[src/include/ia_loader_cfg.svh]
// sizing macros for the activation loader, included by the package, the RTL and the testbench
`ifndef IA_LOADER_CFG_SVH
`define IA_LOADER_CFG_SVH

// ==================================================
// array geometry
// ==================================================
`define IA_SIZE       16  // systolic array edge
`define IA_SIZE_LOG2  4   // shift for divide by edge

// ==================================================
// datapath and bus
// ==================================================
`define IA_DATA_W     16  // element width toward the array
`define IA_BUS_W      32  // ICB read data width
`define IA_REG_W      32  // config and address width
`define IA_LANES      (`IA_BUS_W / 8)  // s8 elements per beat

`endif
[src/rtl/ia_loader_pkg.sv]
// shared types for the activation loader, referenced by scoped name from every RTL block
`include "ia_loader_cfg.svh"

package ia_loader_pkg;

    typedef logic [`IA_REG_W-1:0]        reg_word_t;  // config register word
    typedef logic [`IA_REG_W-1:0]        addr_t;      // byte address
    typedef logic signed [`IA_DATA_W-1:0] elem_t;     // element after zp add
    typedef logic [`IA_BUS_W-1:0]        bus_word_t;  // one ICB beat

    typedef logic [`IA_SIZE_LOG2-1:0]    row_idx_t;   // row/col inside a tile
    typedef logic [`IA_SIZE_LOG2:0]      row_cnt_t;   // 1..SIZE
    typedef logic [3:0]                  beat_cnt_t;  // 1..8 beats per row
    typedef logic [3:0]                  burst_len_t; // ICB len, beats minus one

    // tile sequencer FSM
    typedef enum logic [1:0] {
        IDLE       = 2'd0,
        WAIT_GRANT = 2'd1,
        LOAD       = 2'd2,
        SEND       = 2'd3
    } seq_state_t;

endpackage

[src/rtl/ia_lane_convert.sv]
// one lane: sign-extends a raw element and adds the zero point with 16-bit saturation
`timescale 1ns/1ps

module ia_lane_convert (
    input  logic [15:0]              raw,
    input  logic                     is_16bit,
    input  ia_loader_pkg::reg_word_t zp,
    output ia_loader_pkg::elem_t     elem
);

    logic [15:0]        ext;  // element as s16
    logic signed [32:0] sum;  // one spare bit, no wrap

    assign ext = is_16bit ? raw : {{8{raw[7]}}, raw[7:0]};
    assign sum = $signed({{17{ext[15]}}, ext}) + $signed({zp[31], zp});

    // clamp to s16
    assign elem = (sum > 33'sd32767)  ? 16'sh7fff :
                  (sum < -33'sd32768) ? 16'sh8000 : sum[15:0];

endmodule

[config.mk]
export PLATFORM = sky130hd
export DESIGN_NAME = ia_lane_convert
export DESIGN_NICKNAME = d
export VERILOG_FILES = /design/src/rtl/ia_loader_pkg.sv /design/src/rtl/ia_lane_convert.sv
export VERILOG_INCLUDE_DIRS = /design/src /design/src/include
export SDC_FILE = /design/constraint.sdc
export NUM_CORES = 1
export LEC_CHECK = 0
export ABC_AREA = 1
export BUFFER_PORTS_ARGS = -buffer_cell sky130_fd_sc_hd__buf_2
export CORE_MARGIN = 2
export CORE_UTILIZATION = 55
export DETAILED_ROUTE_END_ITERATION = 8
export GPL_TIMING_DRIVEN = 0
export PLACE_DENSITY = 0.81
export SETUP_SLACK_MARGIN = 0.5
export SLEW_MARGIN = 5
export SYNTH_ARGS = -nofsm -noshare
export SYNTH_HDL_FRONTEND = slang
export SYNTH_SLANG_ARGS = --single-unit
[constraint.sdc]
create_clock -name vclk -period 6.5
set_input_delay 0.325 -clock vclk [all_inputs]
set_output_delay 0.325 -clock vclk [all_outputs]
set_load 0.05 [all_outputs]
==> impl_metrics.py <==
metrics = {
    "floorplan": {
        "die-height_um": 76.74,
        "die_width_um": 76.74,
        "start_util_pct": 56.98,
        "dieArea_um2": 5889,
        "coreArea_um2": 5107,
        "rows": 26,
        "ios": 65,
    },
    "detailed_routing": {
        "viasPerCell": 4.911,
        "routed_wl_um": 8304,
        "drcViolationCount": 0,
        "drt-wirelength-per-cell_um": 11.38,
        "firstDrtPassIters": 4,
        "num_vias": 3585,
        "final_antenna_net_count": 0,
        "drt_iter0_markers": 176,
    },
    "finish": {
        "multi_input_area_um2": 2430,
        "n_clock_buffer": 0,
        "finish.instance_area_um2": 3318,
        "fillCellCount": 542,
        "fin_nets": 744,
        "final_util_pct": 64.97,
        "ff_latch_area_um2": 0,
        "final_cells": 730,
        "layout-drive-gt1-share_pct": 16.97,
        "synthToLayoutAreaGrowth_pct": 14.02,
        "antenna_cells": 0,
        "design.seq.count": 0,
    },
    "placed_design": {
        "gp_congestion": 0.9331,
        "dpl.cell_count": 730,
        "place_area_um2": 3318,
        "portBuffers": 64,
        "hpwl_um": 7354,
        "pre_cts_ws_ps": 2222,
    },
    "min_path": {
        "min_path_type": "primary input to primary output",
    },
    "critical_path": {
        "crit_arrival_ps": 3960,
        "criticalPathCategory": "primary input to primary output",
        "crit_required_ps": 6170,
        "cp_max_fo": 17,
        "startpoint_type": "primary input",
        "end_kind": "primary output",
    },
    "sta": {
        "rsz0062_at_grt": "no",
        "final-setup-viol-count": 0,
        "finalHoldViolCount": 0,
        "worst_pin_slew_ps": 620.8,
        "drv_slew": 0,
        "final.period_utilization_pct": 65.93,
        "fin_ws_ps": 2215,
        "setup-tns-final_ps": 0,
        "slew_headroom_pct": 58.52,
        "fmax_mhz": 233.4,
        "period_minus_slack_ps": 4285,
    },
    "yosys": {
        "netlist_instances": 596,
        "synth_top_area_share_pct": 34.31,
        "yosys_warnings": 0,
        "synth.area.top_cells": "nand2_1, inv_1, ha_1",
        "synth_top_area_cell": "nand2_1",
        "syn-num-nets": 678,
        "seq_area_frac_synth_pct": 0,
        "synth_area_um2": 2910,
        "synthDistinctLibCells": 31,
        "synth_area_per_cell_um2": 4.883,
    },
    "global_routing": {
        "grt_overflow": 0,
        "grt_max_degree": 18,
        "grt_pass1_wl_um": 14230,
        "grt_pass1_vias": 3212,
        "antenna_found_initial": 0,
        "grt_use_total_pct": 28.44,
    },
    "clocking": {
        "ctsResizeCount": 0,
        "cts-hold-fix-buffers": 0,
        "postCtsSetupRepairBufs": 0,
    },
    "power_and_ir_drop": {
        "leakagePower_nw": 2.172,
        "power.density_nw_per_um2": 146.6,
        "peakVddDrop_uv": 116.0,
    },
    "status": {
        "outcome": "completed",
    },
    "run": {
        "drv_cap": 0,
    },
}
-- kinds of logic (layout without fill, tap and decap cells) --
kind of cell / count (synthesis) / count (layout) / synth area share (%)
buffers and inverters: 124 / 188 / 16.51
xor gates and xnor gates: 13 / 13 / 3.912
adders and majority gates: 33 / 33 / 14.45
AOI/OAI and AO/OA: 27 / 27 / 5.460
and+or+nand+nor: 399 / 399 / 59.67
-- worst max-delay path, cell delays in order --
cell	delay, ps
clkbuf_1	300
inv_1	70
nand2_1	210
nand2_1	450
ha_1	560
nand2_2	160
inv_2	40
nand2_1	50
nand3_1	200
a21oi_2	250
nor2_1	60
nor2_1	120
nand2_1	60
nand2_1	50
nand2_1	80
nor2_1	90
nand2_1	50
nor2_1	150
nand3b_1	110
nand2_2	130
buf_6	160
nand2_1	70
buf_2	210
-- worst paths after layout --
path                     start  cells after the start  slack (ps)        to
worst max-delay path  is_16bit                     23        2210  elem[12]
worst min-delay path     zp[0]                      5        1170   elem[0]
-- per-layer routing --
layer,up-vias,GRT usage [%],part of all wire (%)
li1,1934,-,-
met1,1541,37.24,47
met2,102,53.25,48
met3,8,0.9412,4.4
met4,0,2.545,1.0
met5,-,0,0
-- synthesized netlist by cell type (3+ instances only) --
library cell and n:
inv_2 4, nor2_2 12, nand2_1 266, nand3b_1 5
ha_1 32, inv_1 117, nand3_2 8, nand2_2 15
and2_1 3, a21oi_1 16, nor2_1 44, nand3_1 30
nand4_1 8, o21ai_0 4, xor2_1 12
-- cells in the final DEF (no fill, tap or decap) --
cell type,instances
nand2_4,1
o211a_1,1
nor2_1,44
inv_2,4
xnor2_1,1
nand2_2,15
o21ai_2,1
nand4_1,8
nor3_1,2
nor2_2,12
nand2_1,266
nand3_1,30
o21ai_0,4
buf_6,2
nand3b_1,5
inv_1,117
a21oi_1,16
xor2_1,12
o21bai_1,2
clkbuf_1,1
ha_1,32
nor4_1,1
and3_1,1
buf_2,64
fa_1,1
nor4_2,1
a21o_1,1
nor2_4,1
a21oi_2,2
nor3_2,1
and2_1,3
nand3_2,8
-- final cells by class --
| type | instances | area share (%) |
|---|---|---|
| Timing Repair Buffer | 64 | 9.653 |
| Inverter | 121 | 13.69 |
| Tap cell | 70 | 2.640 |
| Buffer | 3 | 0.7919 |
| Multi-Input combinational cell | 472 | 73.23 |
-- report_power, final --
part	leakage (nW)	switching, mW	internal [mW]	total (mW)
logic	2.17	0.341	0.145	0.486
clock network	0	0	0	0
registers	0	0	0	0
total	2.17	0.341	0.145	0.486
-- stage by stage --
stage	total power, mW	hold WS [ps]
global route	0.5395	1226
floorplan	0.3740	1123
finish	0.4864	1171
CTS	0.4834	1179
global placement	0.4757	1173
detailed placement	0.4816	1177
Note: power is estimated with default switching activity, not from simulation.
