==> src/include/ia_loader_cfg.svh <==
// sizing macros for the activation loader, included by the package, the RTL and the testbench
`ifndef IA_LOADER_CFG_SVH
`define IA_LOADER_CFG_SVH

// ==================================================
// array geometry
// ==================================================
`define IA_SIZE       16  // systolic array edge
`define IA_SIZE_LOG2  4   // shift for divide by edge

// ==================================================
// datapath and bus
// ==================================================
`define IA_DATA_W     16  // element width toward the array
`define IA_BUS_W      32  // ICB read data width
`define IA_REG_W      32  // config and address width
`define IA_LANES      (`IA_BUS_W / 8)  // s8 elements per beat

`endif
==> src/rtl/ia_loader_pkg.sv <==
// shared types for the activation loader, referenced by scoped name from every RTL block
`include "ia_loader_cfg.svh"

package ia_loader_pkg;

    typedef logic [`IA_REG_W-1:0]        reg_word_t;  // config register word
    typedef logic [`IA_REG_W-1:0]        addr_t;      // byte address
    typedef logic signed [`IA_DATA_W-1:0] elem_t;     // element after zp add
    typedef logic [`IA_BUS_W-1:0]        bus_word_t;  // one ICB beat

    typedef logic [`IA_SIZE_LOG2-1:0]    row_idx_t;   // row/col inside a tile
    typedef logic [`IA_SIZE_LOG2:0]      row_cnt_t;   // 1..SIZE
    typedef logic [3:0]                  beat_cnt_t;  // 1..8 beats per row
    typedef logic [3:0]                  burst_len_t; // ICB len, beats minus one

    // tile sequencer FSM
    typedef enum logic [1:0] {
        IDLE       = 2'd0,
        WAIT_GRANT = 2'd1,
        LOAD       = 2'd2,
        SEND       = 2'd3
    } seq_state_t;

endpackage

==> src/rtl/ia_read_requester.sv <==
// issues one ICB read burst per valid row of the current tile
`timescale 1ns/1ps

module ia_read_requester (
    input  logic                      clk,
    input  logic                      rst_n,
    input  logic                      load_en,
    input  ia_loader_pkg::addr_t      tile_addr,
    input  ia_loader_pkg::addr_t      row_stride,
    input  ia_loader_pkg::row_cnt_t   tile_rows,
    input  ia_loader_pkg::beat_cnt_t  row_beats,
    input  logic                      icb_cmd_ready,
    output logic                      icb_cmd_valid,
    output ia_loader_pkg::addr_t      icb_cmd_addr,
    output ia_loader_pkg::burst_len_t icb_cmd_len
);

    ia_loader_pkg::row_cnt_t issued;  // rows already accepted
    ia_loader_pkg::addr_t    row_addr;
    logic cmd_hs;

    assign cmd_hs = icb_cmd_valid && icb_cmd_ready;

    always_ff @(posedge clk or negedge rst_n) begin
        if (!rst_n) begin
            icb_cmd_valid <= 1'b0;
            issued        <= '0;
        end else if (!load_en) begin
            icb_cmd_valid <= 1'b0;
            issued        <= '0;
        end else if (cmd_hs) begin
            issued        <= issued + 1'b1;
            icb_cmd_valid <= (issued + 1 < tile_rows);  // back to back
        end else if (!icb_cmd_valid) begin
            icb_cmd_valid <= (issued < tile_rows);
        end
    end

    // row address walks by stride, reloaded outside LOAD
    always_ff @(posedge clk) begin
        if (!load_en) begin
            row_addr <= tile_addr;
        end else if (cmd_hs) begin
            row_addr <= row_addr + row_stride;
        end
    end

    assign icb_cmd_addr = row_addr;
    assign icb_cmd_len  = row_beats - 1'b1;  // row_beats constant through LOAD

    a_cmd_hold: assert property (@(posedge clk) disable iff (!rst_n)
        icb_cmd_valid && !icb_cmd_ready |=>
            icb_cmd_valid && $stable(icb_cmd_addr) && $stable(icb_cmd_len));

endmodule

==> config.mk <==
export PLATFORM = sky130hd
export DESIGN_NAME = ia_read_requester
export DESIGN_NICKNAME = d
export VERILOG_FILES = /design/src/rtl/ia_loader_pkg.sv /design/src/rtl/ia_read_requester.sv
export VERILOG_INCLUDE_DIRS = /design/src /design/src/include
export SDC_FILE = /design/constraint.sdc
export NUM_CORES = 1
export LEC_CHECK = 0
export BUFFER_PORTS_ARGS = -buffer_cell sky130_fd_sc_hd__buf_2
export CELL_PAD_IN_SITES_DETAIL_PLACEMENT = 1
export CELL_PAD_IN_SITES_GLOBAL_PLACEMENT = 1
export CORE_MARGIN = 8
export CORE_UTILIZATION = 42
export CTS_CLUSTER_SIZE = 14
export DETAILED_ROUTE_END_ITERATION = 7
export PLACE_DENSITY_LB_ADDON = 0.12
export SYNTH_ARGS = -nofsm -noshare
export SYNTH_HDL_FRONTEND = slang
export SYNTH_SLANG_ARGS = --single-unit
==> constraint.sdc <==
create_clock -name clk -period 8.8 [get_ports clk]
set_input_delay 1.32 -clock clk [delete_from_list [all_inputs] [get_ports clk]]
set_output_delay 1.32 -clock clk [all_outputs]
set_load 0.01 [all_outputs]
==> flow_summary.ini <==
[outcome]
status = finished clean

[yosys]
synthCells = 359
synthesis.area_sq_mm = 0.00348
synth_top_family_by_area = compound AO/OA/AOI/OAI gates
syn_area_per_cell_sq_um = 9.69
synth_edf_count = 32
synth_compound_area_frac = 0.196
synthMuxAreaShare = 0.0874
synth_seq_cells = 38
synthAdderAreaFrac = 0.153
synthFlopType = edfxtp_1
ys_seq_area_frac = 0.320
yosysWarnings = 0
yosysUniqueCellTypes = 54
synth-simple-area-share = 0.123
synth_xor_area_frac = 0.0882
syn_nets = 478
ys_async_sr_fraction = 0.158

[cts]
cts_num_sinks = 38
post_cts_buffers = 0
numCtsBuffers = 5
cts_hold_repair.buffers = 0
cts_resized = 0
clkTransAtPathRegs_ns = 0.09
root_buffer = clkbuf_8
cts_max_path_buffers = 2
clk_latency_ns = 0.30
cts_tree = built
htree_levels = 2

[timing]
finalSetupTns_ns = 0
final.setup.worst_slack_ns = 4.98
rsz0062_at_grt = no
hold_viol_final = 0
maxSlewViolCount = 0
min_period_ns = 3.82
fmax_ghz = 0.262
fin_crit_sh = 0.434
setup_viol = 0
slew-limit-headroom = 0.427
finClkSkew_ns = 0.0126
tightest_slew_ns = 0.860

[setup_path]
worst-path-buf-inv = 1
cp_max_fo = 4
r2r_start = icb_cmd_addr[0]
r2r_end = icb_cmd_addr[24]
cp_slowest_cell = fa_1
start_kind = input pin
worstSetupStartpoint = row_stride[0]
rr_worst_depth = 10
path_class = input pin to flip-flop
crit_family = simple AND/OR/NAND/NOR gates
crit_cells = 11
crit_chain = buf_2, ha_1, fa_1, a21o_1, a221oi_2, nand4_1, and3_4, nor3b_4, o31ai_1, xor2_1, mux2_2
cp_slowest_stage_delay_ns = 0.42
worstSetupEndpoint = icb_cmd_addr[24]
critPathRequiredTime_ns = 8.87
end_kind = flip-flop
critPathArrivalTime_ns = 3.88
rrSetupSlack_ns = 5.68

[global_routing]
track_usage = 0.179
grt_pass1_vias = 3464
grt_first_pass_wirelength_microns = 16800
grt_max_degree = 37
antenna_found_initial = 0
gr-total-overflow = 0

[routing]
ant_nets = 0
finalWirelength_microns = 10200
drtIter0Drc = 76
drc = 0
met1_length_microns = 4520
routed.top_layer = met4
met2WireLength_microns = 5060
route.met3.wl_microns = 565
vias = 3119
wl_per_cell_microns = 17.8
routed_via_density = 5.44
first_pass_iters = 4

[floorplan]
core_sq_mm = 0.00813
io_pins = 114
initial_core_util = 0.427
dieArea_sq_mm = 0.0114
die_w_microns = 107
placementRows = 33
die_y_microns = 107

[placed_design]
dp.cells = 564
io_buffer_count = 113
dp_slack_ns = 4.65
dp_hpwl_microns = 8250
gp_congestion = 0.801

[job]
cap_violations = 0

[power]
power_density_mw_per_mm2 = 239
p_leak_nw = 1.98
peakVddDrop_mv = 0.109

[finish]
syn_to_final_growth_pct = 22.6
drive_above_1_share = 0.336
fillers = 998
multiInputGateArea_sq_mm = 0.00226
final_cells = 573
final_core_util = 0.524
nNetsFinal = 585
seq_area_sq_mm = 0.00111

[worst_hold_path]
hold_class = flip-flop to flip-flop
[stage by stage]
stage                     hold WS, ns  cell area, sq um  total power (W)
after floorplan                 0.543              3480         0.000683
after global placement          0.572              4130         0.000828
after detailed placement        0.592              4130         0.000843
after CTS                       0.603              4260          0.00103
after global routing            0.616              4260          0.00110
final                           0.598              4260          0.00102
[how the worst min path moves through the flow]
stage / startpoint / cells after the start / endpoint
CTS: issued[1] / 2 / issued[1]
finish: issued[1] / 2 / issued[1]
floorplan: issued[1] / 2 / issued[1]
global placement: issued[1] / 2 / issued[1]
global route: issued[1] / 2 / issued[1]
detailed placement: issued[1] / 2 / issued[1]
[routing by layer]
layer  GRT usage  up-vias
met5           0        -
met4      0.0432        0
met3      0.0414        8
met2       0.311       77
met1       0.217     1472
li1            -     1562
[area by class of cell]
cell class                      count  area share
Timing Repair Buffer              114       0.134
Multi-Input combinational cell    292       0.529
Clock buffer                        5      0.0161
Clock inverter                      3      0.0150
Inverter                           15      0.0132
Tap cell                          105      0.0308
Antenna cell                        1    0.000587
Sequential cell                    38       0.261
[state kept, by name, indices dropped and copies added (netlist names)]
| name | flops |
|---|---|
| icb_cmd_valid | 1 |
| issued | 5 |
| icb_cmd_addr | 32 |
[cells in the final DEF (no fill, tap or decap), types with 4 or more instances in the layout]
cell	count
a21o_1	11
a21oi_1	36
and2_1	4
and3_1	4
buf_2	113
clkbuf_8	5
dfrtp_1	6
edfxtp_1	32
ha_1	41
inv_1	15
mux2_2	27
nand2_1	28
nand3_1	14
nand4_1	8
nor2_1	12
o21a_1	5
o21ai_0	12
o21ai_1	4
xnor2_1	17
xor2_1	18
[Yosys cell counts, drive strengths merged, types with 4 or more instances]
library cell  instances  area (sq um)
a21o                 11          82.6
a21oi                36           180
a31oi                 4          31.3
and2                  4          25.0
and3                  5          36.3
clkbuf               12          45.0
dfrtp                 6           150
edfxtp               32           961
ha                   41           513
inv                  15          56.3
mux2                 27           304
nand2                28           105
nand3                14          70.1
nand4                 8          50.1
nor2                 12          45.0
o21a                  5          37.5
o21ai                16          80.1
xnor2                17           149
xor2                 18           158
[kinds of logic after synthesis]
logic type | Yosys count
AO/OA/AOI/OAI | 103
XOR/XNOR | 35
adder cells (fa/ha/maj) | 42
buffers and inverters | 29
flip-flops | 38
multiplexers | 27
AND/OR/NAND/NOR | 85
[where the power goes]
part	switching [W]	internal, W
logic	0.000306	0.000251
registers	0.0000249	0.000256
clock network	0.0000696	0.000112
[worst min-delay path, cell delays in order (launching register included)]
cell	delay [ns]
dfrtp_1	0.42
nand2_1	0.07
a21oi_1	0.06
No activity file was read; power rests on OpenSTA's default activity.
