--- config.mk ---
export PLATFORM = sky130hd
export DESIGN_NAME = ia_beat_unpacker
export DESIGN_NICKNAME = d
export VERILOG_FILES = /design/src/rtl/ia_loader_pkg.sv /design/src/rtl/ia_beat_unpacker.sv
export VERILOG_INCLUDE_DIRS = /design/src /design/src/include
export SDC_FILE = /design/constraint.sdc
export NUM_CORES = 1
export LEC_CHECK = 0
export BUFFER_PORTS_ARGS = -buffer_cell sky130_fd_sc_hd__buf_2
export CORE_AREA = 3 3 64 66
export CTS_BUF_LIST = sky130_fd_sc_hd__clkbuf_16
export CTS_CLUSTER_SIZE = 8
export DETAILED_ROUTE_END_ITERATION = 6
export DIE_AREA = 0 0 67 69
export PLACE_DENSITY = 0.79
export SYNTH_ARGS = -nofsm -noshare
export SYNTH_HDL_FRONTEND = slang
export SYNTH_SLANG_ARGS = --single-unit
--- constraint.sdc ---
create_clock -name clk -period 1.7 [get_ports clk]
set_clock_uncertainty 0.1 [all_clocks]
set_input_delay 0.085 -clock clk [delete_from_list [all_inputs] [get_ports clk]]
set_output_delay 0.085 -clock clk [all_outputs]
set_load 0.005 [all_outputs]
--- src/include/ia_loader_cfg.svh ---
// sizing macros for the activation loader, included by the package, the RTL and the testbench
`ifndef IA_LOADER_CFG_SVH
`define IA_LOADER_CFG_SVH

// ==================================================
// array geometry
// ==================================================
`define IA_SIZE       16  // systolic array edge
`define IA_SIZE_LOG2  4   // shift for divide by edge

// ==================================================
// datapath and bus
// ==================================================
`define IA_DATA_W     16  // element width toward the array
`define IA_BUS_W      32  // ICB read data width
`define IA_REG_W      32  // config and address width
`define IA_LANES      (`IA_BUS_W / 8)  // s8 elements per beat

`endif
--- src/rtl/ia_loader_pkg.sv ---
// shared types for the activation loader, referenced by scoped name from every RTL block
`include "ia_loader_cfg.svh"

package ia_loader_pkg;

    typedef logic [`IA_REG_W-1:0]        reg_word_t;  // config register word
    typedef logic [`IA_REG_W-1:0]        addr_t;      // byte address
    typedef logic signed [`IA_DATA_W-1:0] elem_t;     // element after zp add
    typedef logic [`IA_BUS_W-1:0]        bus_word_t;  // one ICB beat

    typedef logic [`IA_SIZE_LOG2-1:0]    row_idx_t;   // row/col inside a tile
    typedef logic [`IA_SIZE_LOG2:0]      row_cnt_t;   // 1..SIZE
    typedef logic [3:0]                  beat_cnt_t;  // 1..8 beats per row
    typedef logic [3:0]                  burst_len_t; // ICB len, beats minus one

    // tile sequencer FSM
    typedef enum logic [1:0] {
        IDLE       = 2'd0,
        WAIT_GRANT = 2'd1,
        LOAD       = 2'd2,
        SEND       = 2'd3
    } seq_state_t;

endpackage

--- src/rtl/ia_beat_unpacker.sv ---
// takes ICB read beats, tracks row and beat position, splits beats into lanes
`timescale 1ns/1ps
`include "ia_loader_cfg.svh"

module ia_beat_unpacker (
    input  logic                     clk,
    input  logic                     rst_n,
    input  logic                     load_en,
    input  logic                     use_16bits_q,
    input  ia_loader_pkg::row_cnt_t  tile_rows,
    input  ia_loader_pkg::beat_cnt_t row_beats,
    input  logic                     icb_rsp_valid,
    input  ia_loader_pkg::bus_word_t icb_rsp_rdata,
    output logic                     icb_rsp_ready,
    output logic                     tile_loaded,
    output logic                     beat_hs,
    output ia_loader_pkg::row_idx_t  wr_row,
    output ia_loader_pkg::row_idx_t  wr_col_base,
    output logic [15:0]              lane_raw [`IA_LANES],
    output logic [`IA_LANES-1:0]     lane_en
);

    ia_loader_pkg::beat_cnt_t beat_cnt;
    logic [5:0] col_base;  // first column of this beat, wide for the edge check
    logic last_beat;
    logic last_row;

    assign icb_rsp_ready = load_en;  // never back-pressures in LOAD
    assign beat_hs       = icb_rsp_valid && icb_rsp_ready;
    assign last_beat     = (beat_cnt == row_beats - 1'b1);
    assign last_row      = (wr_row == tile_rows - 1'b1);
    assign tile_loaded   = beat_hs && last_beat && last_row;

    always_ff @(posedge clk or negedge rst_n) begin
        if (!rst_n) begin
            beat_cnt <= '0;
            wr_row   <= '0;
        end else if (!load_en) begin
            beat_cnt <= '0;
            wr_row   <= '0;
        end else if (beat_hs) begin
            if (last_beat) begin
                beat_cnt <= '0;
                wr_row   <= wr_row + 1'b1;
            end else begin
                beat_cnt <= beat_cnt + 1'b1;
            end
        end
    end

    // beat x2 for halfwords, x4 for bytes
    assign col_base    = use_16bits_q ? {1'b0, beat_cnt, 1'b0} : {beat_cnt, 2'b00};
    assign wr_col_base = col_base[`IA_SIZE_LOG2-1:0];

    for (genvar i = 0; i < `IA_LANES; i++) begin : gen_slice
        assign lane_raw[i] = use_16bits_q ? icb_rsp_rdata[16*(i%2) +: 16]
                                          : {8'h00, icb_rsp_rdata[8*i +: 8]};
        // s16 uses lanes 0/1 only, drop columns past the tile edge
        assign lane_en[i]  = beat_hs && (!use_16bits_q || i < 2) && (col_base + i < `IA_SIZE);
    end

endmodule

==> metrics.txt, run 1 <==
core area=around 3600 um2; PortBufs=about 120; unrepaired setup endpoints after global routing=yes; setup ws final=0.0741 ns; Routed Wire Length=4170 um; kind of critical path=register to register; # DRC=0; Max stage delay on crit path=0.45 ns; CTS max path bufs=2; P_leak=1.16 nW; Initial DRT Pass Iterations=4; final core utilization=0.538; setup TNS=0 ns; start point of the critical path=beat_cnt[3]; Syn Nets=229; EDFF count, synth=0; Post-DP HPWL=~3500 um; Detail Route Antenna Nets=0; critical path peak fanout=4; VDD IR max=around 0.00064 V; first-pass GRT wire length=5960 um; # rows=22; Setup crit end kind=register; combinational share of power=0.400; P&R area growth vs syn=47.4%; DR WL/cell=12.8 um; Synth async-reset ratio=1.00; post-synth top area cell=buf_4; number of diodes=0; Mapped Area=around 1300 um2; Tcrit/Tclk final=0.956; clk root buf=clkbuf_16; FF-to-FF setup slack=0.07 ns; status=completed; final setup violating endpoints=0; Power Internal=0.000701 W; number of synthesized register bits=8; gr ovfl total=0; initial antenna violation count=0; vias=around 1500; Req. time, crit path=between 1.5 and 2 ns; Worst Max-Slew Pin Slew=approximately 0.68 ns; Unique masters post-synth=36; Worst-path clk slew=0.04 ns; Die H=approximately 70 um; Hold Crit Class=input pin to register; Seq pwr share=0.206; largest net degree at the start of global routing=48; Most used DFF post-synth=dfrtp_1; Initial Utilization=0.365; GRT Util Overall=0.162; Ports=125; Switching Power=around 0.00029 W; slew margin rel.=0.548; Cells after Synth=around 180; hold_ws=about 0.088 ns; Final Hold Viols=0; initial DRC count=between 50 and 60; fin crit period=approximately 1.6 ns; H-tree levels=1; power density cells=506 nW/um2; crit start category=register; # nets final=~330; Vias/cell=about 4.6; synth warn=0; Max Cap Viol=0; crit path max-delay cell type=dfrtp_2; worst r2r path cells=5; reg2reg end=wr_row[1]; Synth area leaders=buf_4, dfrtp_1, mux2_2; Max Clk Rate=slightly above 0.6 GHz; placed cell areas=~1800 um2; FILL cells=around 350; area of the multi-input gates=848 um2; post-synthesis sequential area ratio=0.151; CP cell instances=xnor2_4 -> xnor2_2 -> buf_4 -> nor3_4 -> mux2i_1; CP endpoint=wr_row[1]; die footprint=around 4600 um2; die span in x=approximately 67 um; r2r startpoint=beat_cnt[3]; global placement routability congestion=between 0.8 and 0.9; Num Clock Sinks=8; Slew Viols, Final=0; switch share=0.291; CP arrival=between 1.5 and 2 ns; final instance area=between 1500 and 2000 um2; Skew-Pair Late Insertion Delay=0.23 ns; CTS Buf Count=3; share of cells above drive strength 1=0.570; FF/Latch Area=roughly 200 um2; syn avg cell area=7.40 um2; pre-CTS WS=0.0317 ns; part of the power in the clock network=0.394; CTS tree=yes; Synth top area share=0.164; vias in the first global route=1299
## kinds of logic after synthesis
logic type,count (synthesis),synth area share
mux,13,0.108
xor+xnor,10,0.0822
simple gates,59,0.256
buf+inv,59,0.250
other cells,1,0.00283
flops,8,0.151
compound gates,25,0.112
fa+ha+maj,4,0.0378
## sequential cells by signal, indices dropped and copies added (netlist names)
name / flops
wr_row: 4
beat_cnt: 4
## power by group through the flow
| stage | registers [W] | clock network (W) | logic (W) |
|---|---|---|---|
| 3_3_place_gp | 0.000205 | 0 | 0.000370 |
| 5_1_grt | 0.000205 | 0.000402 | 0.000440 |
| 3_5_place_dp | 0.000205 | 0 | 0.000377 |
| 2_1_floorplan | 0.000207 | 0 | 0.000216 |
| 6_report | 0.000204 | 0.000390 | 0.000395 |
| 4_1_cts | 0.000203 | 0.000393 | 0.000388 |
## cell usage after synthesis, types with 2 or more instances
cell type and number:
a21oi_1 2, and2_1 17, o22ai_1 2, mux2i_1 3
nand2b_1 3, nand3_1 3, inv_1 22, buf_4 29
clkbuf_1 7, nand2_1 19, nor3_1 4, xor2_1 3
mux2_2 10, xnor2_1 5, nor2_1 2, o21ai_0 16
nor2b_1 3, dfrtp_1 8, ha_1 4
## what timing repair did
action / in CTS / in global routing
hold buffers: 1 / 0
setup endpoints to repair: 1 / 1
buffers inserted: 0 / 1
gates resized for setup: 4 / 7
hold endpoints to repair: 8 / 0
pin swaps: 2 / 5
## metrics by stage
step | std cells | power, W
after detailed placement | 320 | 0.000582
after global routing | 325 | 0.00105
after floorplan | 179 | 0.000423
after CTS | 324 | 0.000984
final | 325 | 0.000989
after global placement | 320 | 0.000576
## cells in the final DEF (no fill, tap or decap), types with 3 or more instances in the layout
master / count
buf_2: 123
inv_1: 22
nand2_1: 19
and2_1: 17
o21ai_0: 16
mux2_2: 10
buf_4: 8
dfrtp_1: 7
nor3_1: 4
xnor2_1: 4
ha_1: 4
mux2i_1: 3
nand2b_1: 3
clkbuf_16: 3
## metal layers
layer,part of all wire,up-vias,GRT usage
met1,0.33,663,0.155
met4,0.0067,0,0.0203
met2,0.52,80,0.322
li1,-,760,-
met3,0.15,4,0.0586
met5,0,-,0
## worst min path at each step
stage               slack (ns)           to     startpoint  depth (start not counted)
finish                    0.09  beat_cnt[0]  icb_rsp_valid                          2
global route              0.11  beat_cnt[0]  icb_rsp_valid                          2
CTS                       0.08  beat_cnt[0]  icb_rsp_valid                          2
detailed placement       -0.16    wr_row[3]          rst_n                          1
global placement         -0.16    wr_row[1]          rst_n                          1
floorplan                -0.31  beat_cnt[0]          rst_n                          0
## critical path, delay by kind of cell, from the launching register on
kind	cells	cell delay [ns]
simple gates	1	0.29
mux	1	0.22
buf+inv	1	0.16
xor+xnor	2	0.32
flops	1	0.45
## layout make-up
class                           instances  area share
Clock buffer                            3      0.0384
Inverter                               22      0.0423
Multi-Input combinational cell        112       0.434
Sequential cell                         8       0.103
Tap cell                               48      0.0307
Timing Repair Buffer                  132       0.351
Note: power is estimated with default switching activity, not from simulation.
==> run 2, diff against run 1 <==
- ABC_AREA: not set -> 1
- CORE_AREA: 3 3 64 66 -> 3 3 65 67
- DIE_AREA: 0 0 67 69 -> 0 0 68 70
==> metrics.txt, run 2 <==
DR WL/cell=12.3 um (was 12.8 um); P&R area growth vs syn=45.4% (was 47.4%); fin crit period=1.66 ns (was 1.63 ns); syn avg cell area=6.09 um2 (was 7.40 um2); Most used DFF post-synth=dfrtp_1 (unchanged); vias=1711 (was 1507); hold depth=3 (was 2); Synth async-reset ratio=1.00 (unchanged); Req. time, crit path=1.51 ns (was 1.75 ns); clk root buf=clkbuf_16 (unchanged); P_leak=1.40 nW (was 1.16 nW); Hold Path Sink=wr_row[3] (was beat_cnt[0]); largest net degree at the start of global routing=38 (was 48); CP arrival=1.48 ns (was 1.68 ns); number of diodes=0 (unchanged); combinational share of power=0.469 (was 0.400); H-tree levels=1 (unchanged); PortBufs=123 (unchanged); EDFF count, synth=0 (unchanged); Num Clock Sinks=8 (unchanged); Synth top area share=0.150 (was 0.164); post-synth top area cell=buf_4 (unchanged); part of the power in the clock network=0.325 (was 0.394); most frequent cells in the layout=buf_2, nand2_1, inv_1 (was buf_2, inv_1, nand2_1); Max Cap Viol=0 (unchanged); Die H=70 um (was 69 um); most common cell in the netlist=nand2_1 (was buf_4); Synth area leaders=buf_4, nand2_1, dfrtp_1 (was buf_4, dfrtp_1, mux2_2); CTS tree=yes (unchanged); CP cell instances=inv_2 -> nand2_2 -> nand2_2 -> nor2_4 -> nand3_4 -> nor2_8 -> inv_2 -> nor2_2 -> buf_2 (was xnor2_4 -> xnor2_2 -> buf_4 -> nor3_4 -> mux2i_1); Detail Route Antenna Nets=0 (unchanged); post-synthesis sequential area ratio=0.143 (was 0.151); number of synthesized register bits=8 (unchanged); HP Start=load_en (was icb_rsp_valid); Tcrit/Tclk final=0.977 (was 0.956); die footprint=4760 um2 (was 4620 um2); synth warn=0 (unchanged); Slew Viols, Final=0 (unchanged); crit path max-delay cell type=dfrtp_2 (unchanged); global placement routability congestion=0.900 (was 0.860); vias in the first global route=1489 (was 1299); Power Internal=0.000799 W (was 0.000701 W); placed cell areas=1860 um2 (was 1800 um2); Final Hold Viols=0 (unchanged); Max stage delay on crit path=0.41 ns (was 0.45 ns); VDD IR max=0.000693 V (was 0.000644 V); Vias/cell=4.49 (was 4.64); Setup crit end kind=primary output (was register); status=completed (unchanged); Seq pwr share=0.206 (about the same); Routed Wire Length=4670 um (was 4170 um); critical path peak fanout=5 (was 4); Cells after Synth=230 (was 179); reg2reg end=beat_cnt[2] (was wr_row[1]); unrepaired setup endpoints after global routing=yes (unchanged); crit start category=register (unchanged); Hold Crit Class=input pin to register (unchanged); gr ovfl total=0 (unchanged); power density cells=610 nW/um2 (was 506 nW/um2); # rows=22 (unchanged); Worst-path clk slew=0.04 ns (about the same); # DRC=0 (unchanged); initial DRC count=27 (was 52); Unique masters post-synth=28 (was 36); # nets final=385 (was 329); Mapped Area=1400 um2 (was 1330 um2); Syn Nets=280 (was 229); final setup violating endpoints=0 (unchanged); CTS Buf Count=3 (unchanged); Skew-Pair Late Insertion Delay=0.23 ns (about the same); Post-DP HPWL=3810 um (was 3490 um); Initial Utilization=0.380 (was 0.365); hold_ws=0.0763 ns (was 0.0876 ns); Ports=125 (unchanged); initial antenna violation count=0 (unchanged); core area=3690 um2 (was 3630 um2); Switching Power=0.000445 W (was 0.000288 W); worst r2r path cells=9 (was 5); setup TNS=0 ns (unchanged); Post-Layout Cell Count=381 (was 325); die span in x=68 um (was 67 um); FF-to-FF setup slack=0.26 ns (was 0.07 ns); Post-Place Cells=368 (was 320); final instance area=2040 um2 (was 1950 um2); CTS max path bufs=2 (unchanged); kind of critical path=register to primary output (was register to register); switch share=0.358 (was 0.291); commonest non-fill, non-tap cell in the layout=buf_2 (unchanged); Max Clk Rate=0.602 GHz (was 0.615 GHz); first-pass GRT wire length=6740 um (was 5960 um); top cells by count, synth=nand2_1, inv_1, buf_4 (was buf_4, inv_1, nand2_1); GRT Util Overall=0.177 (was 0.162); Initial DRT Pass Iterations=4 (unchanged); r2r startpoint=beat_cnt[2] (was beat_cnt[3]); largest registers=beat_cnt: 4 flops, wr_row: 4 flops (unchanged); share of cells above drive strength 1=0.514 (was 0.570)
==> run 2: per-stage QoR <==
stage / util / total power [W] / setup slack [ns]
2_1_floorplan: - / 0.000568 / 0.477
3_3_place_gp: 0.505 / 0.000757 / 0.247
3_5_place_dp: 0.505 / 0.000770 / 0.216
4_1_cts: 0.528 / 0.00118 / 0.00807
5_1_grt: 0.553 / 0.00134 / -0.0437
6_report: 0.553 / 0.00124 / 0.0396
==> run 2: layout make-up <==
cell class	instances	area, um2
timing repair buffer	135	721
fill	369	1650
sequential	8	205
clock buffer	3	75.1
inverter	53	199
multi-input combinational	134	778
tap	48	60.1
==> run 2: routing by layer <==
metal,GRT usage,vias to the layer above,wire (um)
li1,-,875,-
met1,0.177,760,1650
met2,0.342,73,2450
met3,0.0547,3,547
met4,0.0375,0,29
met5,0,-,0
==> run 2: worst max path at each step <==
stage | slack (ns) | depth (start not counted) | from | endpoint
after global routing | -0.04 | 9 | beat_cnt[1] | tile_loaded
final | 0.04 | 9 | beat_cnt[1] | tile_loaded
after global placement | 0.25 | 12 | row_beats[0] | tile_loaded
after floorplan | 0.48 | 9 | beat_cnt[2] | tile_loaded
after detailed placement | 0.22 | 12 | row_beats[0] | tile_loaded
after CTS | 0.008 | 9 | beat_cnt[0] | tile_loaded
==> run 2: kinds of logic (layout without fill, tap and decap cells) <==
kind of cell / Yosys count / in the layout / synth area share
mux: 8 / 8 / 0.0643
compound gates: 22 / 22 / 0.0786
xor+xnor: 9 / 9 / 0.0562
simple gates: 90 / 90 / 0.305
flops: 8 / 8 / 0.143
buf+inv: 88 / 191 / 0.314
other cells: 1 / 1 / 0.00268
fa+ha+maj: 4 / 4 / 0.0357
==> run 2: critical path, delay by kind of cell, from the launching register on <==
kind / cells / cell delay, ns
and+or+nand+nor: 6 / 0.61
buffers and inverters: 3 / 0.22
DFF: 1 / 0.41
==> run 2: power by group through the flow <==
| stage | Sequential, W | Clock (W) | Combinational (W) |
|---|---|---|---|
| detailed placement | 0.000254 | 0 | 0.000516 |
| global route | 0.000260 | 0.000419 | 0.000657 |
| finish | 0.000257 | 0.000404 | 0.000584 |
| floorplan | 0.000243 | 0 | 0.000325 |
| global placement | 0.000250 | 0 | 0.000507 |
| CTS | 0.000252 | 0.000406 | 0.000521 |
==> run 2: repair_timing <==
item,in CTS,in global routing
setup endpoints to repair,0,1
hold buffers,1,0
setup buffers,0,9
endpoints found under the hold margin,8,0
gates resized for setup,0,13
