**src/include/ia_loader_cfg.svh**
```systemverilog
// sizing macros for the activation loader, included by the package, the RTL and the testbench
`ifndef IA_LOADER_CFG_SVH
`define IA_LOADER_CFG_SVH

// ==================================================
// array geometry
// ==================================================
`define IA_SIZE       16  // systolic array edge
`define IA_SIZE_LOG2  4   // shift for divide by edge

// ==================================================
// datapath and bus
// ==================================================
`define IA_DATA_W     16  // element width toward the array
`define IA_BUS_W      32  // ICB read data width
`define IA_REG_W      32  // config and address width
`define IA_LANES      (`IA_BUS_W / 8)  // s8 elements per beat

`endif
```
**src/rtl/ia_loader_pkg.sv**
```systemverilog
// shared types for the activation loader, referenced by scoped name from every RTL block
`include "ia_loader_cfg.svh"

package ia_loader_pkg;

    typedef logic [`IA_REG_W-1:0]        reg_word_t;  // config register word
    typedef logic [`IA_REG_W-1:0]        addr_t;      // byte address
    typedef logic signed [`IA_DATA_W-1:0] elem_t;     // element after zp add
    typedef logic [`IA_BUS_W-1:0]        bus_word_t;  // one ICB beat

    typedef logic [`IA_SIZE_LOG2-1:0]    row_idx_t;   // row/col inside a tile
    typedef logic [`IA_SIZE_LOG2:0]      row_cnt_t;   // 1..SIZE
    typedef logic [3:0]                  beat_cnt_t;  // 1..8 beats per row
    typedef logic [3:0]                  burst_len_t; // ICB len, beats minus one

    // tile sequencer FSM
    typedef enum logic [1:0] {
        IDLE       = 2'd0,
        WAIT_GRANT = 2'd1,
        LOAD       = 2'd2,
        SEND       = 2'd3
    } seq_state_t;

endpackage

```
**src/rtl/ia_tile_sequencer.sv**
```systemverilog
// latches the GEMM shape and walks bands, loop passes and column tiles for the loader
`timescale 1ns/1ps
`include "ia_loader_cfg.svh"

module ia_tile_sequencer (
    input  logic                     clk,
    input  logic                     rst_n,
    input  logic                     init_cfg,
    input  ia_loader_pkg::reg_word_t k,
    input  ia_loader_pkg::reg_word_t n,
    input  ia_loader_pkg::reg_word_t m,
    input  ia_loader_pkg::reg_word_t lhs_zp,
    input  ia_loader_pkg::reg_word_t lhs_row_stride_b,
    input  ia_loader_pkg::reg_word_t lhs_base,
    input  logic                     use_16bits,
    input  logic                     load_ia_granted,
    input  logic                     tile_loaded,
    input  logic                     sending_done,
    output logic                     load_ia_req,
    output logic                     load_en,
    output logic                     send_en,
    output ia_loader_pkg::addr_t     tile_addr,
    output ia_loader_pkg::addr_t     row_stride,
    output ia_loader_pkg::row_cnt_t  tile_rows,
    output ia_loader_pkg::beat_cnt_t row_beats,
    output logic                     use_16bits_q,
    output ia_loader_pkg::reg_word_t zp_q,
    output logic                     first_col_tile,
    output logic                     last_col_loop
);

    ia_loader_pkg::seq_state_t state;

    ia_loader_pkg::reg_word_t row_tile_num;  // ceil(n/SIZE), column tiles per band
    ia_loader_pkg::reg_word_t col_tile_num;  // ceil(k/SIZE), bands
    ia_loader_pkg::reg_word_t loop_num;      // ceil(m/SIZE), passes per band
    ia_loader_pkg::reg_word_t row_tile_rem;  // dead columns in last col tile
    ia_loader_pkg::reg_word_t col_tile_rem;  // dead rows in last band

    ia_loader_pkg::reg_word_t col_idx;
    ia_loader_pkg::reg_word_t loop_cnt;
    ia_loader_pkg::reg_word_t band_idx;
    ia_loader_pkg::addr_t     band_base;     // address of current band, col 0

    ia_loader_pkg::reg_word_t n_tiles;
    ia_loader_pkg::reg_word_t k_tiles;
    ia_loader_pkg::row_cnt_t  valid_cols;
    logic last_col;
    logic last_loop;
    logic last_band;

    // ==================================================
    // shape latch, ceil by add and shift
    // ==================================================
    assign n_tiles = (n + `IA_SIZE - 1) >> `IA_SIZE_LOG2;
    assign k_tiles = (k + `IA_SIZE - 1) >> `IA_SIZE_LOG2;

    always_ff @(posedge clk) begin
        if (state == ia_loader_pkg::IDLE && init_cfg) begin
            row_tile_num <= n_tiles;
            col_tile_num <= k_tiles;
            loop_num     <= (m + `IA_SIZE - 1) >> `IA_SIZE_LOG2;
            row_tile_rem <= (n_tiles << `IA_SIZE_LOG2) - n;
            col_tile_rem <= (k_tiles << `IA_SIZE_LOG2) - k;
            row_stride   <= lhs_row_stride_b;
            zp_q         <= lhs_zp;
            use_16bits_q <= use_16bits;
        end
    end

    assign last_col  = (col_idx == row_tile_num - 1);
    assign last_loop = (loop_cnt == loop_num - 1);
    assign last_band = (band_idx == col_tile_num - 1);

    // edge tiles shrink, rows past k are never fetched
    assign tile_rows  = last_band ? ia_loader_pkg::row_cnt_t'(`IA_SIZE - col_tile_rem)
                                  : ia_loader_pkg::row_cnt_t'(`IA_SIZE);
    assign valid_cols = last_col ? ia_loader_pkg::row_cnt_t'(`IA_SIZE - row_tile_rem)
                                 : ia_loader_pkg::row_cnt_t'(`IA_SIZE);
    // 2 halfwords or 4 bytes per beat
    assign row_beats  = use_16bits_q ? ia_loader_pkg::beat_cnt_t'((valid_cols + 1) >> 1)
                                     : ia_loader_pkg::beat_cnt_t'((valid_cols + 3) >> 2);

    // ==================================================
    // tile walk, running sums instead of multiplies
    // ==================================================
    always_ff @(posedge clk or negedge rst_n) begin
        if (!rst_n) begin
            col_idx   <= '0;
            loop_cnt  <= '0;
            band_idx  <= '0;
            band_base <= '0;
            tile_addr <= '0;
        end else if (state == ia_loader_pkg::IDLE && init_cfg) begin
            col_idx   <= '0;
            loop_cnt  <= '0;
            band_idx  <= '0;
            band_base <= lhs_base;
            tile_addr <= lhs_base;
        end else if (state == ia_loader_pkg::SEND && sending_done) begin
            if (!last_col) begin
                col_idx   <= col_idx + 1;
                tile_addr <= tile_addr + (ia_loader_pkg::addr_t'(`IA_SIZE) << use_16bits_q);
            end else if (!last_loop) begin  // replay same band
                col_idx   <= '0;
                loop_cnt  <= loop_cnt + 1;
                tile_addr <= band_base;
            end else begin  // next band, SIZE rows down
                col_idx   <= '0;
                loop_cnt  <= '0;
                band_idx  <= band_idx + 1;
                band_base <= band_base + (row_stride << `IA_SIZE_LOG2);
                tile_addr <= band_base + (row_stride << `IA_SIZE_LOG2);
            end
        end
    end

    // ==================================================
    // FSM and grant handshake
    // ==================================================
    always_ff @(posedge clk or negedge rst_n) begin
        if (!rst_n) begin
            state       <= ia_loader_pkg::IDLE;
            load_ia_req <= 1'b0;
        end else begin
            case (state)
                ia_loader_pkg::IDLE: if (init_cfg) state <= ia_loader_pkg::WAIT_GRANT;
                ia_loader_pkg::WAIT_GRANT: begin
                    if (load_ia_req && load_ia_granted) begin
                        state       <= ia_loader_pkg::LOAD;
                        load_ia_req <= 1'b0;  // drops on the grant edge
                    end else begin
                        load_ia_req <= 1'b1;
                    end
                end
                ia_loader_pkg::LOAD: if (tile_loaded) state <= ia_loader_pkg::SEND;
                ia_loader_pkg::SEND: begin
                    if (sending_done) begin
                        state <= (last_col && last_loop && last_band) ? ia_loader_pkg::IDLE
                                                                      : ia_loader_pkg::WAIT_GRANT;
                    end
                end
                default: state <= ia_loader_pkg::IDLE;
            endcase
        end
    end

    assign load_en        = (state == ia_loader_pkg::LOAD);
    assign send_en        = (state == ia_loader_pkg::SEND);
    assign first_col_tile = (col_idx == 0);  // accumulator clear
    assign last_col_loop  = last_col;        // final partial sum of this pass

    a_req_not_in_load: assert property (@(posedge clk) disable iff (!rst_n)
        load_en |-> !load_ia_req);
    a_done_in_send: assert property (@(posedge clk) disable iff (!rst_n)
        sending_done |-> send_en);

endmodule

```
**config.mk**
```make
export PLATFORM = sky130hd
export DESIGN_NAME = ia_tile_sequencer
export DESIGN_NICKNAME = d
export VERILOG_FILES = /design/src/rtl/ia_loader_pkg.sv /design/src/rtl/ia_tile_sequencer.sv
export VERILOG_INCLUDE_DIRS = /design/src /design/src/include
export SDC_FILE = /design/constraint.sdc
export NUM_CORES = 1
export LEC_CHECK = 0
export CORE_ASPECT_RATIO = 1.5
export CORE_MARGIN = 2
export CORE_UTILIZATION = 50
export CTS_CLUSTER_SIZE = 10
export DETAILED_ROUTE_END_ITERATION = 10
export DONT_BUFFER_PORTS = 1
export GPL_TIMING_DRIVEN = 0
export PLACE_DENSITY = 0.68
export SLEW_MARGIN = 5
export SYNTH_ARGS = -nofsm -noshare
export SYNTH_HDL_FRONTEND = slang
export SYNTH_SLANG_ARGS = --single-unit
```
**constraint.sdc**
```tcl
create_clock -name clk -period 8.15 [get_ports clk]
set_input_delay 0.4075 -clock clk [delete_from_list [all_inputs] [get_ports clk]]
set_output_delay 0.4075 -clock clk [all_outputs]
set_load 0.05 [all_outputs]
```
==> flow_summary.rst, run 1 <==
.. list-table::
   :header-rows: 1

   * - Metric
     - Value
   * - Number of clock buffers inserted by TritonCTS
     - 39
   * - Number of rows created at floorplan
     - 90
   * - Placer congestion estimate
     - 0.937
   * - IO buf count
     - 0
   * - Maximum number of pins on one net before global-route repair
     - 164
   * - First-pass DRT Iterations
     - 5
   * - Finished Cell Area
     - 23200 um2
   * - Worst slew pin tran
     - 1.30 ns
   * - Placed Area
     - 21300 um2
   * - Number of sinks on the clock net
     - 322
   * - Clock transition time at the flip-flop clock pins of the worst setup and hold paths
     - 0.06 ns
   * - Tot Pwr
     - 6190 uW
   * - Maximum level of the CTS H-tree
     - 2
   * - Library cell contributing the largest single delay on the critical path
     - sky130_fd_sc_hd__clkbuf_1
   * - Worst-Skew Late Latency
     - 0.55 ns
   * - Routed vias
     - 17900
   * - Crit path time final
     - 7.53 ns
   * - Synthesized cell area
     - 20500 um2
   * - Maximum operating frequency
     - 0.133 GHz
   * - Remaining max-slew budget at the tightest pin
     - 12.7%
   * - Final number of max-transition violations
     - 0
   * - Dpl hpwl
     - 46.3 mm
   * - Global routing usage summed across all routing layers
     - 28.6%
   * - Slowest stage delay, CP
     - 0.96 ns
   * - Kind of critical path
     - reg -> out
   * - Mean area per synthesized cell
     - 9.27 um2
   * - Number of nets at the end of the flow
     - 2584
   * - Share of async-settable or async-resettable flops after synthesis
     - 50.6%
   * - Post-synth EDFFs
     - 159
   * - Buffers plus inverters on the worst setup path
     - 5
   * - Antenna violations before repair
     - 2
   * - Family with the most delay on the worst path
     - simple AND/OR/NAND/NOR gates
   * - Final setup skew
     - 0.0287 ns
   * - Root Buffer
     - sky130_fd_sc_hd__clkbuf_16
   * - Layout Area Growth over Synthesis
     - 13.1%
   * - Fraction of the cycle the final worst path needs
     - 92.4%
   * - Fraction of layout cells with a size suffix above 1
     - 4.23%
   * - Nature of the critical path endpoint
     - output port
   * - YS warnings
     - 0
   * - Routed wirelength normalized by instance count
     - 21.6 um
   * - Worst path most repeated cell
     - sky130_fd_sc_hd__clkbuf_1
   * - Netlist cell types
     - 87
   * - FF+latch count, synth
     - 322
   * - CTS resizes
     - 0
   * - Worst Setup Slack post-DPL
     - 1.24 ns
   * - CTS tree
     - built
   * - Count of endpoints failing hold in the final timing report
     - 0
   * - Overall die area
     - 42700 um2
   * - Number of buffers between clock root and the deepest sink
     - 3
   * - Via count normalized by instance count
     - 6.25
   * - Primary FF master, synth
     - sky130_fd_sc_hd__dfrtp_1
   * - # Max-Cap Violations
     - 0
   * - Leakage Power
     - 0.00853 uW
   * - Worst-path fanout max
     - 10
   * - Violation count after the first detailed-route iteration
     - 1317
   * - Portion of the post-synthesis area used by sequential elements
     - 43.2%
   * - Critical Path AT
     - 7.12 ns
   * - Initial Util
     - 50.9%
   * - Sequence of cells on the critical path
     - clkbuf_1 -> nor4_1 -> nand3_1 -> nor4_1 -> mux2i_1 -> a2111oi_0 -> nand2b_1 -> clkbuf_1 -> inv_1 -> clkbuf_1 -> nand2_1 -> inv_1 -> ha_1 -> xor2_1 -> o21ai_1
   * - Final count of negative-setup-slack endpoints
     - 0
   * - Type of origin of the critical path
     - register
   * - Number of global-route vias before repair
     - 18200
   * - Status
     - finished, final reports clean
   * - Total power divided by cell area
     - 267 nW/um2
   * - DIE WIDTH
     - 169 um
   * - Placeable core region
     - 40300 um2
   * - Req. time, crit path
     - 7.74 ns
   * - IO Count
     - 310
   * - Overall die height
     - 252 um
   * - Number of design rule violations left after detail routing
     - 0
   * - Overflow after GRT
     - 0
   * - Worst ir drop on vdd
     - 0.000177 V
   * - First-pass GRT wire length
     - 96.2 mm
   * - Setup repair after global routing missed its margin
     - false
   * - Setup WS post-layout
     - 0.620 ns
   * - Post-DRT Antenna Nets
     - 0
   * - HP Class
     - in -> reg
   * - Final wirelength
     - 62.0 mm
   * - Syn Inst Count
     - 2212
==> cells in the mapped netlist (11+ instances only) <==
library cell	n	area [um2]
sky130_fd_sc_hd__a211oi_1	12	90.1
sky130_fd_sc_hd__a21o_1	27	203
sky130_fd_sc_hd__a21oi_1	119	596
sky130_fd_sc_hd__a31oi_1	24	150
sky130_fd_sc_hd__and2_1	16	100
sky130_fd_sc_hd__and3_1	49	307
sky130_fd_sc_hd__clkbuf_1	77	289
sky130_fd_sc_hd__dfrtp_1	163	4080
sky130_fd_sc_hd__edfxtp_1	159	4770
sky130_fd_sc_hd__ha_1	47	588
sky130_fd_sc_hd__inv_1	58	218
sky130_fd_sc_hd__mux2_2	14	158
sky130_fd_sc_hd__mux2i_1	31	310
sky130_fd_sc_hd__nand2_1	239	897
sky130_fd_sc_hd__nand2b_1	24	150
sky130_fd_sc_hd__nand3_1	83	415
sky130_fd_sc_hd__nand4_1	74	463
sky130_fd_sc_hd__nor2_1	199	747
sky130_fd_sc_hd__nor2b_1	13	81.3
sky130_fd_sc_hd__nor3_1	51	255
sky130_fd_sc_hd__nor4_1	48	300
sky130_fd_sc_hd__nor4b_1	11	96.3
sky130_fd_sc_hd__o211ai_1	14	105
sky130_fd_sc_hd__o21a_1	11	82.6
sky130_fd_sc_hd__o21ai_0	88	440
sky130_fd_sc_hd__o22ai_1	26	163
sky130_fd_sc_hd__o31ai_1	15	113
sky130_fd_sc_hd__or2_2	11	68.8
sky130_fd_sc_hd__or3_1	48	300
sky130_fd_sc_hd__or4_1	27	203
sky130_fd_sc_hd__xnor2_1	160	1400
sky130_fd_sc_hd__xor2_1	106	928
==> routing by layer <==
metal  global-route usage, %  vias to the layer above  wire, um
met5                       0                        -         0
met4                    16.0                        0      3710
met3                    5.79                      218      4200
met2                    51.2                      707     31400
met1                    31.3                     8625     22700
li1                        -                     8395         -
==> cell type report <==
class	count	area, um2
fillers	3560	17100
diodes	2	5.00
inverters	59	221
well taps	506	633
clock buffers	64	1130
plain buffers	91	359
clock inverters	3	16.3
repair buffers	82	896
multi-input cells	1741	11100
flip-flops and latches	322	8850
==> power by group <==
| group | switching (uW) | internal (uW) |
|---|---|---|
| Clock | 679 | 942 |
| Combinational | 1160 | 716 |
| Sequential | 659 | 2030 |
==> placed cells by master (no fill, tap or decap), types with 12 or more instances in the layout <==
| master | synthesis | layout |
|---|---|---|
| sky130_fd_sc_hd__xnor2_1 | 160 | 160 |
| sky130_fd_sc_hd__nand4_1 | 74 | 74 |
| sky130_fd_sc_hd__nor3_1 | 51 | 51 |
| sky130_fd_sc_hd__nor2b_1 | 13 | 13 |
| sky130_fd_sc_hd__and3_1 | 49 | 49 |
| sky130_fd_sc_hd__xor2_1 | 106 | 106 |
| sky130_fd_sc_hd__nand2b_1 | 24 | 24 |
| sky130_fd_sc_hd__o211ai_1 | 14 | 14 |
| sky130_fd_sc_hd__clkbuf_16 | 0 | 41 |
| sky130_fd_sc_hd__clkbuf_1 | 77 | 98 |
| sky130_fd_sc_hd__or4_1 | 27 | 27 |
| sky130_fd_sc_hd__nor4_1 | 48 | 48 |
| sky130_fd_sc_hd__inv_1 | 58 | 58 |
| sky130_fd_sc_hd__nor2_1 | 199 | 199 |
| sky130_fd_sc_hd__o21ai_0 | 88 | 85 |
| sky130_fd_sc_hd__dfrtp_1 | 163 | 163 |
| sky130_fd_sc_hd__dlygate4sd3_1 | 0 | 76 |
| sky130_fd_sc_hd__o31ai_1 | 15 | 15 |
| sky130_fd_sc_hd__mux2i_1 | 31 | 31 |
| sky130_fd_sc_hd__a21oi_1 | 119 | 119 |
| sky130_fd_sc_hd__or3_1 | 48 | 48 |
| sky130_fd_sc_hd__and2_1 | 16 | 16 |
| sky130_fd_sc_hd__a211oi_1 | 12 | 12 |
| sky130_fd_sc_hd__ha_1 | 47 | 47 |
| sky130_fd_sc_hd__mux2_2 | 14 | 14 |
| sky130_fd_sc_hd__nand3_1 | 83 | 83 |
| sky130_fd_sc_hd__o22ai_1 | 26 | 26 |
| sky130_fd_sc_hd__edfxtp_1 | 159 | 159 |
| sky130_fd_sc_hd__nand2_1 | 239 | 239 |
| sky130_fd_sc_hd__a31oi_1 | 24 | 24 |
| sky130_fd_sc_hd__a21o_1 | 27 | 27 |
==> worst paths after layout <==
kind / startpoint / to / slack [ns] / cells past startpoint
min in group asynchronous: rst_n / band_base[16] / 0.53 / 2
setup reg to reg: row_tile_num[9] / col_idx[3] / 1.54 / 11
max in group asynchronous: rst_n / col_idx[30] / 6.88 / 2
hold / removal: lhs_base[28] / band_base[28] / 0.01 / 2
hold reg to reg: band_base[1] / band_base[1] / 0.48 / 2
setup / recovery: row_tile_num[2] / row_beats[1] / 0.62 / 15
==> flip-flops by register name, summed over array words and instances (netlist names) <==
name          cells
load_ia_req       1
use_16bits_q      1
col_tile_num     28
state             2
col_idx          32
band_idx         32
band_base        32
row_stride       32
loop_num         28
tile_addr        32
zp_q             32
row_tile_num     28
row_tile_rem      5
col_tile_rem      5
loop_cnt         32
==> metrics by stage <==
step	instances	TNS, ns	hold slack [ns]	utilization (%)
floorplan	2213	0	0.112	-
global placement	2719	-158.59	0.128	52.4
detailed placement	2724	0	0.127	52.7
CTS	2868	0	0.000465	57.5
global route	2870	0	0.0298	57.5
finish	2870	0	0.0108	57.5
==> cell families (layout without fill, tap and decap cells) <==
kind of cell             Yosys count  in the layout  share of synthesized area, %
XOR/XNOR                         266            266                          11.4
AND/OR/NAND/NOR                  944            944                          23.6
flip-flops                       322            322                          43.2
other                              1              4                        0.0183
buffers and inverters            150            299                          2.83
adder cells (fa/ha/maj)           49             49                          3.06
multiplexers                      45             45                          2.28
AO/OA/AOI/OAI                    435            435                          13.7
==> worst register-to-register path, stage by stage (launching register included) <==
cell and delay (ns):
sky130_fd_sc_hd__edfxtp_1 0.49, sky130_fd_sc_hd__nor4_2 0.76, sky130_fd_sc_hd__nand3_1 0.48, sky130_fd_sc_hd__nor4_1 0.64, sky130_fd_sc_hd__o221ai_1 0.18, sky130_fd_sc_hd__nor4_1 0.28, sky130_fd_sc_hd__nand4_1 0.46, sky130_fd_sc_hd__o21ai_0 1.18
sky130_fd_sc_hd__clkbuf_1 0.50, sky130_fd_sc_hd__clkbuf_1 0.60, sky130_fd_sc_hd__buf_1 0.78, sky130_fd_sc_hd__nor2_1 0.12
==> timing repair <==
action	CTS	global route
setup buffers	0	0
endpoints found under the hold margin	238	0
hold buffers	77	0
Power figures use the tool's default switching activity.
==> run 2, diff against run 1 <==
- CORE_UTILIZATION: 50 -> 43
- PLACE_DENSITY: 0.68 -> 0.61
==> run 2 against run 1 <==
Against the previous run: total power rose by 0.97%; register-to-register slack improved by 0.30 ns; design area rose by 0.62%; combinational power barely moved; sequential cell count did not move; clock power barely moved; non-clock buffer count rose by 3; first-iteration DRC count fell by 19%; wire length rose by 7.2%; global-route usage fell by 2.1 points; critical endpoint is now row_beats[0].
==> flow_summary.rst, run 2 (synthesis results as in run 1) <==
.. list-table::
   :header-rows: 1

   * - Metric
     - Value
   * - Global-route layer with the greatest usage
     - met2
   * - Buffers plus inverters on the worst setup path
     - 4
   * - Tot Pwr
     - 6250 uW
   * - Crit path time final
     - 7.52 ns
   * - First-pass DRT Iterations
     - 8
   * - Setup Fix Bufs, Post-CTS
     - 0
   * - Worst path most repeated cell
     - sky130_fd_sc_hd__clkbuf_1
   * - Dpl hpwl
     - 50.4 mm
   * - Clock transition time at the flip-flop clock pins of the worst setup and hold paths
     - 0.06 ns
   * - First-pass GRT wire length
     - 101 mm
   * - Number of buffers added to fix hold violations after cts
     - 80
   * - Type of origin of the critical path
     - register
   * - Req. time, crit path
     - 7.74 ns
   * - CTS resizes
     - 0
   * - Routed vias
     - 17900
   * - Violation count after the first detailed-route iteration
     - 1061
   * - HP Class
     - in -> reg
   * - Antenna violations before repair
     - 2
   * - Library cell contributing the largest single delay on the critical path
     - sky130_fd_sc_hd__clkbuf_1
   * - Met1 routing resource usage after global routing
     - 27.3%
   * - Layout Area Growth over Synthesis
     - 13.8%
   * - Overall die height
     - 271 um
   * - Worst slew pin tran
     - 1.35 ns
   * - Via count normalized by instance count
     - 6.03
   * - Critical Path AT
     - 7.11 ns
   * - Kind of critical path
     - reg -> out
   * - Most common cell after layout, fill and taps aside
     - sky130_fd_sc_hd__nand2_1
   * - CTS tree
     - built
   * - Number of design rule violations left after detail routing
     - 0
   * - Worst-path fanout max
     - 10
   * - Status
     - finished, final reports clean
   * - IO Count
     - 310
   * - Sequence of cells on the critical path
     - clkbuf_1 -> nor4_1 -> nand3_1 -> nor4_1 -> o22ai_1 -> a2111oi_0 -> nand2b_1 -> clkbuf_1 -> inv_1 -> clkbuf_1 -> nand2_1 -> ha_1 -> xnor2_1 -> o21ai_1
   * - IO buf count
     - 0
   * - Root Buffer
     - sky130_fd_sc_hd__clkbuf_16
   * - Final number of max-transition violations
     - 0
   * - Post-DRT Antenna Nets
     - 0
   * - Total power divided by cell area
     - 268 nW/um2
   * - Final count of negative-setup-slack endpoints
     - 0
   * - Number of rows created at floorplan
     - 98
   * - Overflow after GRT
     - 0
   * - Nature of the critical path endpoint
     - output port
   * - Placer congestion estimate
     - 0.940
   * - Initial Util
     - 43.3%
   * - # Max-Cap Violations
     - 0
   * - Routed wirelength normalized by instance count
     - 22.4 um
   * - Worst ir drop on vdd
     - 0.000182 V
   * - Global routing usage summed across all routing layers
     - 26.5%
   * - Maximum operating frequency
     - 0.133 GHz
   * - Overall die area
     - 49500 um2
   * - Fraction of the cycle the final worst path needs
     - 92.3%
   * - Family with the most delay on the worst path
     - simple AND/OR/NAND/NOR gates
   * - Setup slack of the most critical reg-to-reg path
     - 1.84 ns
   * - Number of global-route vias before repair
     - 18200
   * - Leakage Power
     - 0.00854 uW
   * - Share of the core filled with cells in the final layout
     - 49.3%
   * - Number of nets at the end of the flow
     - 2587
   * - DIE WIDTH
     - 182 um
   * - Final wirelength
     - 66.5 mm
   * - Maximum level of the CTS H-tree
     - 2
   * - Number of clock buffers inserted by TritonCTS
     - 39
   * - Count of endpoints failing hold in the final timing report
     - 0
   * - Final setup skew
     - 0.0190 ns
   * - Maximum number of pins on one net before global-route repair
     - 164
   * - Remaining max-slew budget at the tightest pin
     - 9.49%
   * - Placeable core region
     - 47300 um2
   * - Slowest stage delay, CP
     - 0.99 ns
   * - Top library cells by usage in the layout, fill and taps aside
     - sky130_fd_sc_hd__nand2_1, sky130_fd_sc_hd__nor2_1, sky130_fd_sc_hd__dfrtp_1
   * - Setup repair after global routing missed its margin
     - false
   * - Number of buffers between clock root and the deepest sink
     - 3
   * - GRT met2 Usage
     - 48.9%
   * - Fraction of layout cells with a size suffix above 1
     - 4.27%
   * - Worst-Skew Late Latency
     - 0.57 ns
   * - Number of sinks on the clock net
     - 322
   * - GR met3 Demand/Resource
     - 5.88%
==> run 2: cell count changes in the layout (fill, tap and decap cells not counted), sizes merged <==
cell,previous run,this run
dlygate4sd3,76,79
clkbuf,142,143
==> run 2: final cells by class <==
class,count,area (um2)
diodes,2,5.00
plain buffers,91,359
clock buffers,65,1130
clock inverters,3,30.0
fillers,4402,24000
inverters,59,221
multi-input cells,1741,11100
flip-flops and latches,322,8850
well taps,600,751
repair buffers,85,906
==> run 2: metrics by stage <==
| stage | instance area, um2 | setup TNS [ns] | std cells | hold WS, ns | setup slack (ns) |
|---|---|---|---|---|---|
| detailed placement | 21300 | 0 | 2818 | 0.122 | 1.25 |
| finish | 23300 | 0 | 2968 | 0.0121 | 0.631 |
| floorplan | 20500 | 0 | 2213 | 0.112 | 1.48 |
| global placement | 21300 | -218.90 | 2813 | 0.127 | -1.32 |
| global route | 23300 | 0 | 2968 | 0.0197 | 0.153 |
| CTS | 23300 | 0 | 2966 | 0.000276 | 0.612 |
==> run 2: path summary, 6_finish.rpt <==
| check | from | endpoint | cells after the start |
|---|---|---|---|
| max | row_tile_num[2] | row_beats[0] | 14 |
| min | lhs_base[18] | band_base[18] | 2 |
| max reg2reg | row_tile_num[2] | band_base[5] | 10 |
| min reg2reg | band_base[0] | band_base[0] | 2 |
| max in group asynchronous | rst_n | load_ia_req | 2 |
| min in group asynchronous | rst_n | tile_addr[1] | 2 |
==> run 2: per-layer routing <==
metal / share of wire [%] / wire length [um]
met3: 6.4 / 4280
met4: 6.2 / 4150
met2: 52 / 34600
met5: 0 / 0
met1: 35 / 23500
==> run 2: report_power, final <==
| group | switching, uW | leakage (uW) | total, uW | internal [uW] |
|---|---|---|---|---|
| Clock | 703 | 0.000562 | 1650 | 946 |
| Combinational | 1180 | 0.00437 | 1900 | 711 |
| Sequential | 675 | 0.00360 | 2700 | 2030 |
| Total | 2560 | 0.00854 | 6250 | 3680 |
